`src/qspi_pkg.sv`:
```
`default_nettype none

package qspi_pkg;

  // one burst request from the user side.
  typedef struct packed {
    logic        write;  // 1 = write, 0 = read.
    logic [23:0] addr;   // start byte address.
    logic [7:0]  len;    // byte count, 0 means 256.
  } qspi_req_t;

  // what one agent puts on the four dio lines.
  typedef struct packed {
    logic [3:0] dout;
    logic [3:0] oe;
  } qspi_drv_t;

  // command opcodes, sent lsb first on dio[0].
  localparam logic [7:0] CMD_WRITE = 8'h38;
  localparam logic [7:0] CMD_READ  = 8'heb;

  // clocks per phase.
  localparam int unsigned CMD_CYCLES  = 8;
  localparam int unsigned ADDR_CYCLES = 6;

endpackage

`default_nettype wire

```
`src/qspi_host.sv`:
```
`timescale 1ns/1ns
`default_nettype none

module qspi_host import qspi_pkg::*; (
  input  logic       sck,
  input  logic       ce_n,
  input  logic       req_valid,
  input  qspi_req_t  req,
  output logic       busy,
  output logic       wr_take,
  input  logic [7:0] wr_data,
  output logic       rd_valid,
  output logic [7:0] rd_data,
  output logic       mem_ce_n,
  output qspi_drv_t  host_drv,
  input  logic [3:0] dio_in
);

  localparam logic [2:0] H_IDLE = 3'd0;
  localparam logic [2:0] H_CMD  = 3'd1;
  localparam logic [2:0] H_ADDR = 3'd2;
  localparam logic [2:0] H_WR   = 3'd3;
  localparam logic [2:0] H_RD   = 3'd4;
  localparam logic [2:0] H_GAP  = 3'd5;

  localparam logic [2:0] CMD_LAST  = 3'(CMD_CYCLES - 1);
  localparam logic [2:0] ADDR_LAST = 3'(ADDR_CYCLES - 1);

  logic [2:0]  phase;
  logic [2:0]  cnt;      // tracks the device counter.
  logic [7:0]  rem;      // bytes left, 0 means 256.
  logic        wr_mode;
  logic        last_byte;
  logic        start;
  logic [7:0]  cmd;
  logic [23:0] addr_sr;
  logic [7:0]  wbyte;
  logic [3:0]  rd_hi;

  assign start     = (phase == H_IDLE) && req_valid;
  assign last_byte = (rem == 8'd1);
  assign busy      = (phase != H_IDLE);

  // next byte is fetched one cycle ahead of its high nibble.
  assign wr_take = wr_mode &&
                   ((phase == H_ADDR && cnt == ADDR_LAST) ||
                    (phase == H_WR && cnt == 3'd1 && !last_byte));

  always_ff @(posedge sck or posedge ce_n) begin
    if (ce_n) begin
      phase    <= H_IDLE;
      cnt      <= '0;
      rem      <= '0;
      wr_mode  <= 1'b0;
      mem_ce_n <= 1'b1;
    end else begin
      case (phase)
        H_IDLE: begin
          if (req_valid) begin
            phase    <= H_CMD;
            cnt      <= '0;
            rem      <= req.len;
            wr_mode  <= req.write;
            mem_ce_n <= 1'b0;  // bit 0 of the command goes out now.
          end
        end
        H_CMD: begin
          if (cnt == CMD_LAST) begin
            phase <= H_ADDR;
            cnt   <= '0;
          end else begin
            cnt <= cnt + 3'd1;
          end
        end
        H_ADDR: begin
          if (cnt == ADDR_LAST) begin
            phase <= wr_mode ? H_WR : H_RD;
            cnt   <= '0;
          end else begin
            cnt <= cnt + 3'd1;
          end
        end
        H_WR, H_RD: begin
          if (cnt == 3'd1) begin
            cnt <= '0;
            rem <= rem - 8'd1;
            if (last_byte) begin
              phase    <= H_GAP;
              mem_ce_n <= 1'b1;
            end
          end else begin
            cnt <= 3'd1;
          end
        end
        H_GAP:   phase <= H_IDLE;  // one idle clock with ce high.
        default: phase <= H_IDLE;
      endcase
    end
  end

  always_ff @(posedge sck) begin
    if (start) begin
      cmd     <= req.write ? CMD_WRITE : CMD_READ;
      addr_sr <= req.addr;
    end else if (phase == H_ADDR) begin
      addr_sr <= {addr_sr[19:0], 4'h0};  // msb nibble first.
    end
    if (wr_take) wbyte <= wr_data;
    if (phase == H_RD && cnt == 3'd0) rd_hi <= dio_in;
    if (phase == H_RD && cnt == 3'd1) rd_data <= {rd_hi, dio_in};
  end

  always_ff @(posedge sck or posedge ce_n) begin
    if (ce_n) begin
      rd_valid <= 1'b0;
    end else begin
      rd_valid <= (phase == H_RD) && (cnt == 3'd1);
    end
  end

  // bus drive. released for the whole read phase.
  always_comb begin
    host_drv = '0;
    case (phase)
      H_CMD: begin
        host_drv.dout = {3'b000, cmd[cnt]};
        host_drv.oe   = 4'b0001;
      end
      H_ADDR: begin
        host_drv.dout = addr_sr[23:20];
        host_drv.oe   = 4'hf;
      end
      H_WR: begin
        host_drv.dout = (cnt == 3'd0) ? wbyte[7:4] : wbyte[3:0];
        host_drv.oe   = 4'hf;
      end
      default: ;
    endcase
  end

  a_req_idle: assert property (@(posedge sck) disable iff (ce_n)
    req_valid |-> !busy)
    else $error("qspi_host: request while busy");

  a_oe_framed: assert property (@(posedge sck) disable iff (ce_n)
    mem_ce_n |-> (host_drv.oe == 4'h0))
    else $error("qspi_host: bus driven outside frame");

endmodule

`default_nettype wire

```
`config.mk`:
```
export PLATFORM = sky130hd
export DESIGN_NAME = qspi_host
export DESIGN_NICKNAME = d
export VERILOG_FILES = /design/src/qspi_pkg.sv /design/src/qspi_host.sv
export SDC_FILE = /design/constraint.sdc
export NUM_CORES = 1
export LEC_CHECK = 0
export BUFFER_PORTS_ARGS = -buffer_cell sky130_fd_sc_hd__buf_4
export CAP_MARGIN = 0
export CORE_AREA = 2 2 102 64
export DETAILED_ROUTE_END_ITERATION = 6
export DIE_AREA = 0 0 104 66
export GPL_ROUTABILITY_DRIVEN = 1
export PLACE_DENSITY = 0.78
export SLEW_MARGIN = 20
export SYNTH_ARGS = -nofsm -noshare
export SYNTH_HDL_FRONTEND = slang
export SYNTH_SLANG_ARGS = --single-unit
```
`constraint.sdc`:
```
create_clock -name sck -period 3.15 [get_ports sck]
set_clock_uncertainty 0.15 [all_clocks]
set_input_delay 0.4725 -clock sck [delete_from_list [all_inputs] [get_ports sck]]
set_output_delay 0.4725 -clock sck [all_outputs]
set_load 0.05 [all_outputs]
```
Word level (Yosys, flattened, before mapping)
Index checks and enable logic that the tools add are counted.
{"block": "classes", "n_addsub": 2, "order_cmp": 1, "muxes": 26, "reduce_logical": 21, "n_eq_ne": 13}
{"cell": "$mux W24", "count": 2}
{"cell": "$mux W3", "count": 9}
{"cell": "$mux W8", "count": 3}
{"cell": "$pmux W3 S4", "count": 2}
{"cell": "$pmux W8 S3", "count": 1}
{"cell": "$pmux W8 S2", "count": 1}
{"cell": "$ne A2 B2 Y1 const B", "count": 5}
{"cell": "$eq A3 B3 Y1 const B", "count": 3}
{"cell": "$eq A8 B1 Y1 const B", "count": 1}
{"cell": "$sub A8 B1 Y8 const B", "count": 1}
{"cell": "$logic_and A1 B1 Y1", "count": 7}
{"cell": "$eq A3 B1 Y1 const B", "count": 2}
{"cell": "$eq A3 B2 Y1 const B", "count": 2}
{"cell": "$logic_not A3 Y1", "count": 2}
{"cell": "$mux W1", "count": 5}
{"cell": "$reduce_and A5 Y1", "count": 1}
{"cell": "$lt A3 B4 Y1 const B", "count": 1}
{"cell": "$mux W4", "count": 1}
{"cell": "$reduce_and A2 Y1", "count": 2}
{"cell": "$reduce_and A4 Y1", "count": 1}
{"cell": "$reduce_bool A2 Y1", "count": 2}
{"cell": "$reduce_bool A4 Y1", "count": 1}
{"cell": "$add A3 B1 Y3 const B", "count": 1}
{"cell": "$bmux W1 S3", "count": 1}
{"cell": "6 further kinds", "count": 6}
{"block": "word_totals", "regBits": 69, "wordCells": 74}

Logic depth before layout (Yosys ltp)
Gate-level depths: netlist of run 1.
{"block": "depth", "depth_word": 5, "mapped_depth": 10, "depth_no_buf": 7}

Worst setup path before layout of run 1
No wires, ideal clock.
{"block": "synth_timing", "path_type": "reg-to-output", "startpoint": "reg cnt[1]", "endpoint": "out host_drv[5] in the netlist's numbering", "arrival_ps": 2309, "required_time_ps": 2527, "path_stages_with_launch": 7, "path_slack_ps": 218, "path_cell_list": "dfrtp_1 inv_1 ha_1 nor2b_1 clkbuf_1 mux2i_1 a211oi_1"}
{"item": "start: declaration", "line_no": "qspi_host.sv:30", "text": "logic [2:0] cnt;"}
{"item": "start signal: assignment", "line_no": "qspi_host.sv:72", "text": "cnt <= cnt + 3'd1;"}
{"item": "start signal: assignment", "line_no": "qspi_host.sv:80", "text": "cnt <= cnt + 3'd1;"}
{"item": "end: declaration", "line_no": "qspi_host.sv:15", "text": "output qspi_drv_t host_drv,"}

==> results of run 1 <==
worst register-to-register path, stage by stage, from the launching register on:
cell and delay [ns]:
dfrtp_1 0.50, or2_1 0.40, nor2_8 0.18, and2_4 0.42, o21bai_2 0.20, buf_4 0.31
cell families after synthesis:
kind of cell,Yosys count
compound gates,53
xor+xnor,1
fa+ha+maj,7
buf+inv,28
flops,63
mux,25
simple gates,61
worst max-delay path by stage:
stage / start / endpoint / cells after the start
3_5_place_dp: phase[2] / wr_take / 6
6_report: cnt[0] / host_drv[6] / 6
5_1_grt: cnt[0] / host_drv[4] / 8
2_1_floorplan: cnt[1] / host_drv[5] / 6
3_3_place_gp: phase[2] / wr_take / 6
4_1_cts: phase[2] / wr_take / 6
registers in the layout, summed over array words and instances, names as in the netlist:
name,flops
wr_mode,1
rd_hi,4
phase,3
rem,8
cnt,3
mem_ce_n,1
rd_data,8
addr_sr,24
rd_valid,1
wbyte,8
cmd,2
where the power goes:
part           switching [mW]  internal (mW)
combinational           0.845          0.607
clock                   0.289          0.441
sequential              0.168           1.17
stage by stage:
stage / cells / area [um2] / util [%] / hold slack (ns) / setup WS [ns]
after floorplan: 238 / 3128 / - / 0.2478 / 0.2183
after global placement: 378 / 3622 / 60.92 / 0.2513 / 0.5920
after detailed placement: 378 / 3622 / 60.92 / 0.2552 / 0.5092
after CTS: 394 / 3827 / 64.37 / 0.09128 / 0.1263
after global routing: 394 / 3830 / 64.42 / 0.1181 / 0.1051
final: 394 / 3830 / 64.42 / 0.08485 / 0.2594
placed cells by master (no fill, tap or decap), types with 3 or more instances in the layout:
cell and n:
mux2i_1 4, dfrtp_1 16, nor2_1 17, a21oi_1 10, mux2_4 15, ha_1 7
nor3_1 4, inv_1 11, a211oi_1 4, a21oi_2 3, o21ai_1 5, clkbuf_8 9
edfxtp_1 46, nand2_1 12, and3_1 5, buf_4 70, o21ai_0 11, o211ai_1 3
nor3b_1 3, a22oi_1 3, mux2_2 6
layer usage:
layer | GRT usage (%) | vias up | wire, um
met5 | 0 | - | 0
met3 | 7.980 | 9 | 456
met4 | 6.419 | 0 | 64
li1 | - | 1013 | -
met2 | 27.22 | 71 | 2497
met1 | 25.00 | 941 | 2789
cell type report:
| class | count | area [um2] |
|---|---|---|
| clock buffer | 11 | 131.4 |
| clock inverter | 5 | 73.82 |
| fill | 476 | 2116 |
| inverter | 14 | 55.05 |
| multi-input combinational | 147 | 1131 |
| sequential | 63 | 1808 |
| tap | 84 | 105.1 |
| timing repair buffer | 70 | 525.5 |
==> summary.md, run 1 <==
| Metric | Value |
|---|---|
| Status | complete, no violations |
| Vias in the first global route | 2033 |
| Leak | 1.576 nW |
| Synth area leaders | edfxtp_1 (44%), dfrtp_1 (13%), mux2_4 (7.2%), ha_1 (2.8%), nor2_1 (2.2%) |
| Die Width | 104 um |
| Initial antenna violation count | 0 |
| Slew headroom | 49.97% |
| Core area | 5946 um2 |
| Die area | 6864 um2 |
| Crit path max fanout | 5 |
| GRT Total Usage | 18.63% |
| Crit path capture type | output port |
| Post-synth net total | 293 |
| Worst Max-Slew Pin Slew | 0.7477 ns |
| H-tree depth | 3 |
| First-pass DRT Iterations | 4 |
| Antenna viol nets, final | 0 |
| Tcrit/Tclk final | 91.76% |
| Fmax | 0.3460 GHz |
| Post-Synth Adder-Cell Area | 2.800% |
| Final Total Pwr | 3.517 mW |
| Ys Warns | 0 |
| Main combinational cell family by area after synthesis | compound AO/OA/AOI/OAI gates |
| Main flop type after synthesis | edfxtp_1 |
| Yosys top cell area share | 44.16% |
| Library cells used by synthesis | 58 |
| Initial Util | 52.61% |
| Post-Synth Simple-Gate Area | 10.68% |
| Ant. Diodes | 0 |
| Count leader, synth | edfxtp_1 |
| CP bufs+invs | 2 |
| Vias per cell | 5.162 |
| RSZ-0062 raised after global routing | false |
| Min Tclk post-route | 2.891 ns |
| Reg clk slew, reported paths | 0.07 ns |
| Area Growth Syn to Fin | 22.44% |
| PwrDens | 918.4 nW/um2 |
| Syn Inst Count | 238 |
| Worst-case reg-to-reg path depth | 5 |
| Worst r2r src | phase[0] |
| CP startpoint kind | register |
| Top Ports | 68 |
| Hold WC Path Type | in -> async |
| Num CTS Buffers | 9 |
| Routed wire length | 5806 um |
| CTS tree | yes |
| Mapped cell area | 3128 um2 |
| Max-slew violations | 0 |
| Post-synthesis average cell area | 13.14 um2 |
| Critical path class | reg -> out |
| Synth top cells by count | edfxtp_1 (46), nor2_1 (18), dfrtp_1 (16), mux2_4 (15), nand2_1 (12) |
| MaxCap Viol Count | 0 |
| Worst-Skew Late Latency | 0.33 ns |
| R2R setup slack | 0.65 ns |
| Hold_buf cts | 0 |
| Compound-Gate Fraction of Synth Area | 11.56% |
| Final Hold Vio Count | 0 |
| Sequential fraction of the synthesis area | 57.80% |
| Cell taking the most area after synthesis | edfxtp_1 |
| Height of the die | 66 um |
| Grt ovf | 0 |
| Top cell family by delay on the critical path | flip-flops |
| Final setup viols | 0 |
| Fraction of layout cells with a size suffix above 1 | 39.68% |
| Clk root buf | clkbuf_8 |
| Post-synth ARST share | 26.98% |
| Max IR drop VDD | 0.3515 mV |
| Initial DRC count | 123 |
| Synth Register Bits | 63 |
| Reg-to-reg endpoint | addr_sr[2] |
| Drt drc | 0 |
| Resize count post-CTS | 0 |
| Clock sink count | 63 |
| Wirelength per Cell | 14.74 um |
| Xor/xnor share of the synthesized area | 0.2800% |
| Clock tree buffer depth | 2 |
| # rows | 22 |
| Critical Path Max Stage Delay | 0.45 ns |
| Hpwl dp | 4302 um |
| PortBufs | 67 |
| Vias | 2034 |
| CP max-delay cell | dfrtp_1 |
| Largest net degree at the start of global routing | 27 |
| Final Wtd Congestion | 0.9528 |
| WP data required | 2.53 ns |
| Mux cell area share after synthesis | 10.64% |
| Post-layout nets | 360 |
| Post-CTS Setup Bufs | 0 |
| TNS Setup | 0 ns |
| Crit path DAT | 2.27 ns |
| First-pass GRT wire length | 9673 um |
| Post-synth EDFFs | 46 |
| Worst-path cell chain | inv_1 > ha_1 > nor2b_1 > mux2i_1 > a211oi_1 > buf_4 |
Power figures use the tool's default switching activity.
==> inputs of run 2 (changes only) <==
--- a/config.mk
+++ b/config.mk
@@ -11,7 +11,7 @@
 export DETAILED_ROUTE_END_ITERATION = 6
 export DIE_AREA = 0 0 104 66
 export GPL_ROUTABILITY_DRIVEN = 1
-export PLACE_DENSITY = 0.78
+export PLACE_DENSITY_LB_ADDON = 0.08
 export SLEW_MARGIN = 20
 export SYNTH_ARGS = -nofsm -noshare
 export SYNTH_HDL_FRONTEND = slang
==> run 2 against run 1 <==
  * Sequential power is essentially flat
  * Total power fell by 5.0%
  * Register-to-register slack improved by 0.10 ns
  * Routed wire length decreased by 0.40%
  * Global-route usage is 0.12 points lower
  * Via count increased by 0.39%
  * Setup slack improved by 0.068 ns
  * Combinational power is essentially flat
  * Clock power fell by 23%
  * First-iteration DRC count down 33%
  * Utilization fell by 0.80 points
==> summary.md, run 2 (synthesis gave the netlist of run 1 again) <==
| Metric | Value |
|---|---|
| Status | complete, no violations |
| Final core utilization | 63.62% |
| Reg clk slew, reported paths | 0.06 ns |
| Met3 WL post-DR | 496 um |
| Antenna viol nets, final | 0 |
| Min Tclk post-route | 2.823 ns |
| Crit path max fanout | 5 |
| Num CTS Buffers | 9 |
| DRT met1 WL | 2774 um |
| Resize count post-CTS | 0 |
| Worst-case reg-to-reg path depth | 5 |
| RSZ-0062 raised after global routing | false |
| Initial Util | 52.61% |
| Drt drc | 0 |
| Biggest register | addr_sr |
| Vias in the first global route | 1895 |
| Pre-CTS setup slack | 0.6855 ns |
| H-tree depth | 3 |
| Placed instance area | 3630 um2 |
| Area Growth Syn to Fin | 20.92% |
| Wirelength per Cell | 14.68 um |
| Ant. Diodes | 0 |
| Critical path class | reg -> out |
| Fmax | 0.3543 GHz |
| CTS tree | yes |
| Grt ovf | 0 |
| Leak | 1.555 nW |
| Worst hold slack | 0.08485 ns |
| Final Hold Vio Count | 0 |
| Final setup viols | 0 |
| TNS Setup | 0 ns |
| Clock sink count | 63 |
| GRT Total Usage | 18.51% |
| Most common cell after layout, fill and taps aside | buf_4 |
| Post-CTS Setup Bufs | 0 |
| Largest net degree at the start of global routing | 25 |
| First-pass GRT wire length | 9473 um |
| Hold_buf cts | 0 |
| First-pass DRT Iterations | 4 |
| Crit path capture type | output port |
| Initial antenna violation count | 0 |
| WL met2 | 2458 um |
| Vias | 2042 |
| Uppermost layer routed | met4 |
| Most frequent cells in the layout | buf_4 (71), edfxtp_1 (46), nor2_1 (18), dfrtp_1 (16), mux2_4 (15) |
| Hold WC Path Type | in -> async |
| Post-layout nets | 361 |
| Placed cell count | 379 |
| PwrDens | 883.7 nW/um2 |
| Core area | 5946 um2 |
| Top Ports | 68 |
| Height of the die | 66 um |
| CP startpoint kind | register |
| PortBufs | 67 |
| Max-slew violations | 0 |
| Max IR drop VDD | 0.3838 mV |
| Die area | 6864 um2 |
| Worst Slack Setup Final | 0.3273 ns |
| MaxCap Viol Count | 0 |
| Tcrit/Tclk final | 89.61% |
| Slew headroom | 53.87% |
| Vias per cell | 5.183 |
| Clock tree buffer depth | 2 |
| Worst Max-Slew Pin Slew | 0.6895 ns |
| WP data required | 2.53 ns |
| Final Total Pwr | 3.342 mW |
| Initial DRC count | 82 |
| Finished layout cell area | 3782 um2 |
| Largest register FFs | 24 |
| Routed wire length | 5783 um |
| Worst-Skew Late Latency | 0.34 ns |
| Fin cells | 394 |
| Die Width | 104 um |
| Hpwl dp | 4241 um |
| Crit path DAT | 2.20 ns |
| Final Wtd Congestion | 0.7903 |
| Fraction of layout cells with a size suffix above 1 | 39.35% |
| # rows | 22 |
| Clk root buf | clkbuf_8 |
[run 2: worst paths after layout]
kind / endpoint / from / slack (ns)
min in group sck: wbyte[1] / wr_data[1] / 0.15
min reg2reg: rd_data[5] / rd_hi[1] / 0.27
min: rd_valid / ce_n / 0.08
max in group asynchronous: cnt[1] / ce_n / 2.34
max reg2reg: addr_sr[23] / phase[1] / 0.75
max: host_drv[4] / cnt[0] / 0.33
[run 2: area by class of cell]
class	count	area, um2
timing repair buffer	71	533.0
multi-input combinational	147	1129
inverter	14	55.05
clock inverter	6	28.78
sequential	63	1808
clock buffer	9	123.9
tap	84	105.1
fill	502	2163
[run 2: layer usage]
| layer | GRT usage [%] | up-vias |
|---|---|---|
| li1 | - | 1007 |
| met1 | 25.34 | 968 |
| met2 | 26.40 | 62 |
| met3 | 8.374 | 5 |
| met4 | 5.574 | 0 |
| met5 | 0 | - |
[run 2: power by group]
group          internal, mW  total (mW)  switching (mW)
Clock                 0.269       0.562           0.293
Sequential             1.17        1.32           0.149
Combinational         0.605        1.46           0.858
Total                  2.04        3.34            1.30
[run 2: worst max-delay path: stages, from the launching register on]
cell,delay (ns)
dfrtp_1,0.43
inv_1,0.13
ha_1,0.15
nor2b_1,0.45
mux2i_1,0.14
nand2_1,0.08
o21ai_0,0.06
o21ai_0,0.18
buf_4,0.23
==> inputs of run 3 (changes only) <==
--- a/config.mk
+++ b/config.mk
@@ -7,9 +7,9 @@
 export LEC_CHECK = 0
 export BUFFER_PORTS_ARGS = -buffer_cell sky130_fd_sc_hd__buf_4
 export CAP_MARGIN = 0
-export CORE_AREA = 2 2 102 64
+export CORE_AREA = 2 2 80 82
 export DETAILED_ROUTE_END_ITERATION = 6
-export DIE_AREA = 0 0 104 66
+export DIE_AREA = 0 0 82 84
 export GPL_ROUTABILITY_DRIVEN = 1
 export PLACE_DENSITY_LB_ADDON = 0.08
 export SLEW_MARGIN = 20
==> run 3 against run 2 <==
  * Sequential cell count did not move
  * Hold slack better by 0.019 ns
  * Largest power group unchanged
  * Register-to-register slack better by 0.02 ns
  * Clock power is 37% higher
==> summary.md, run 3 (synthesis gave the netlist of run 1 again) <==
| Metric | Value |
|---|---|
| Status | complete, no violations |
| Crit path DAT | 2.13 ns |
| Largest register FFs | 24 |
| Vias in the first global route | 2060 |
| Final core utilization | 63.01% |
| Crit path capture type | output port |
| RSZ-0062 raised after global routing | false |
| Vias per cell | 5.379 |
| Area occupied by multi-input gates | 1129 um2 |
| H-tree depth | 3 |
| Worst Slack Setup Final | 0.3986 ns |
| Biggest register | addr_sr |
| Drt drc | 0 |
| Tcrit/Tclk final | 87.35% |
| Initial Util | 51.31% |
| Critical path startpoint | cnt[1] |
| Worst Max-Slew Pin Slew | 0.9229 ns |
| Min Tclk post-route | 2.751 ns |
| CP startpoint kind | register |
| Worst-Skew Late Latency | 0.33 ns |
| Top Ports | 68 |
| Routed wire length | 5939 um |
| Grt ovf | 0 |
| Wirelength per Cell | 15.31 um |
| WP data required | 2.53 ns |
| PortBufs | 67 |
| Worst r2r src | phase[1] |
| Hold WC Path Type | in -> async |
| Hold_buf cts | 0 |
| Leak | 1.581 nW |
| Clock tree buffer depth | 2 |
| Fmax | 0.3634 GHz |
| Most common cell after layout, fill and taps aside | buf_4 |
| Die Width | 82 um |
| Crit path max fanout | 7 |
| Vias | 2087 |
| Core area | 6096 um2 |
| Height of the die | 84 um |
| Resize count post-CTS | 0 |
| Largest net degree at the start of global routing | 26 |
| Most frequent cells in the layout | buf_4 (71), edfxtp_1 (46), nor2_1 (18), dfrtp_1 (16), mux2_4 (15) |
| Post-layout nets | 361 |
| Clk root buf | clkbuf_8 |
| Antenna viol nets, final | 0 |
| CTS tree | yes |
| Initial DRC count | 110 |
| Slew headroom | 38.43% |
| Fill cells | 487 |
| Max-slew violations | 0 |
| First-pass DRT Iterations | 4 |
| Hpwl dp | 4265 um |
| Final setup viols | 0 |
| Final Wtd Congestion | 0.8761 |
| Clock sink count | 63 |
| PwrDens | 923.9 nW/um2 |
| # rows | 29 |
| Post-CTS Setup Bufs | 0 |
| Final Hold Vio Count | 0 |
| First-pass GRT wire length | 9922 um |
| Max IR drop VDD | 0.4709 mV |
| TNS Setup | 0 ns |
| GRT Total Usage | 19.48% |
| Critical path class | reg -> out |
| Seq. cell area | 1808 um2 |
| Num CTS Buffers | 9 |
| Initial antenna violation count | 0 |
| Fraction of layout cells with a size suffix above 1 | 40.19% |
| Ant. Diodes | 0 |
| Reg clk slew, reported paths | 0.07 ns |
| Pre-CTS setup slack | 0.7126 ns |
| Die area | 6888 um2 |
| Area Growth Syn to Fin | 22.80% |
| MaxCap Viol Count | 0 |
run 3: critical path: stages, from the launching register on:
cell      delay [ns]
dfrtp_1         0.47
inv_1           0.11
ha_1            0.14
nor2b_1         0.40
mux2i_1         0.14
a211oi_1        0.30
buf_4           0.25
run 3: report_power, final:
part           internal [mW]  switching [mW]  leakage, nW
sequential              1.17           0.145        0.631
combinational          0.605           0.862        0.847
clock                  0.447           0.321        0.103
run 3: path summary, 6_finish.rpt:
check / to / slack [ns] / cells past startpoint
setup / recovery: host_drv[6] / 0.40 / 6
hold / removal: rd_valid / 0.10 / 2
min in group sck: wbyte[7] / 0.17 / 1
setup reg to reg: addr_sr[6] / 0.77 / 5
max in group asynchronous: rem[0] / 2.30 / 2
hold reg to reg: rd_data[5] / 0.27 / 0
run 3: routing by layer:
layer	vias up	wire (um)	share of wire (%)	global-route usage, %
met3	14	299	5.0	5.519
met1	1000	2569	43	26.63
met2	64	2928	49	28.09
met5	-	0	0	0
met4	0	141	2.4	9.848
li1	1009	-	-	-
run 3: final cells by class:
type | instances | share of cell area [%]
multi-input cells | 147 | 29.38
flip-flops and latches | 63 | 47.07
well taps | 77 | 2.508
clock buffers | 9 | 3.225
inverters | 14 | 1.433
clock inverters | 7 | 2.508
repair buffers | 71 | 13.88
run 3: stage by stage:
step	instances	hold slack, ns	instance area, um2	total power [mW]
4_1_cts	388	0.1023	3841	3.577
3_5_place_dp	372	0.2592	3621	2.794
5_1_grt	388	0.1408	3841	3.790
6_report	388	0.1034	3841	3.549
3_3_place_gp	372	0.2554	3621	2.778
2_1_floorplan	238	0.2478	3128	2.532
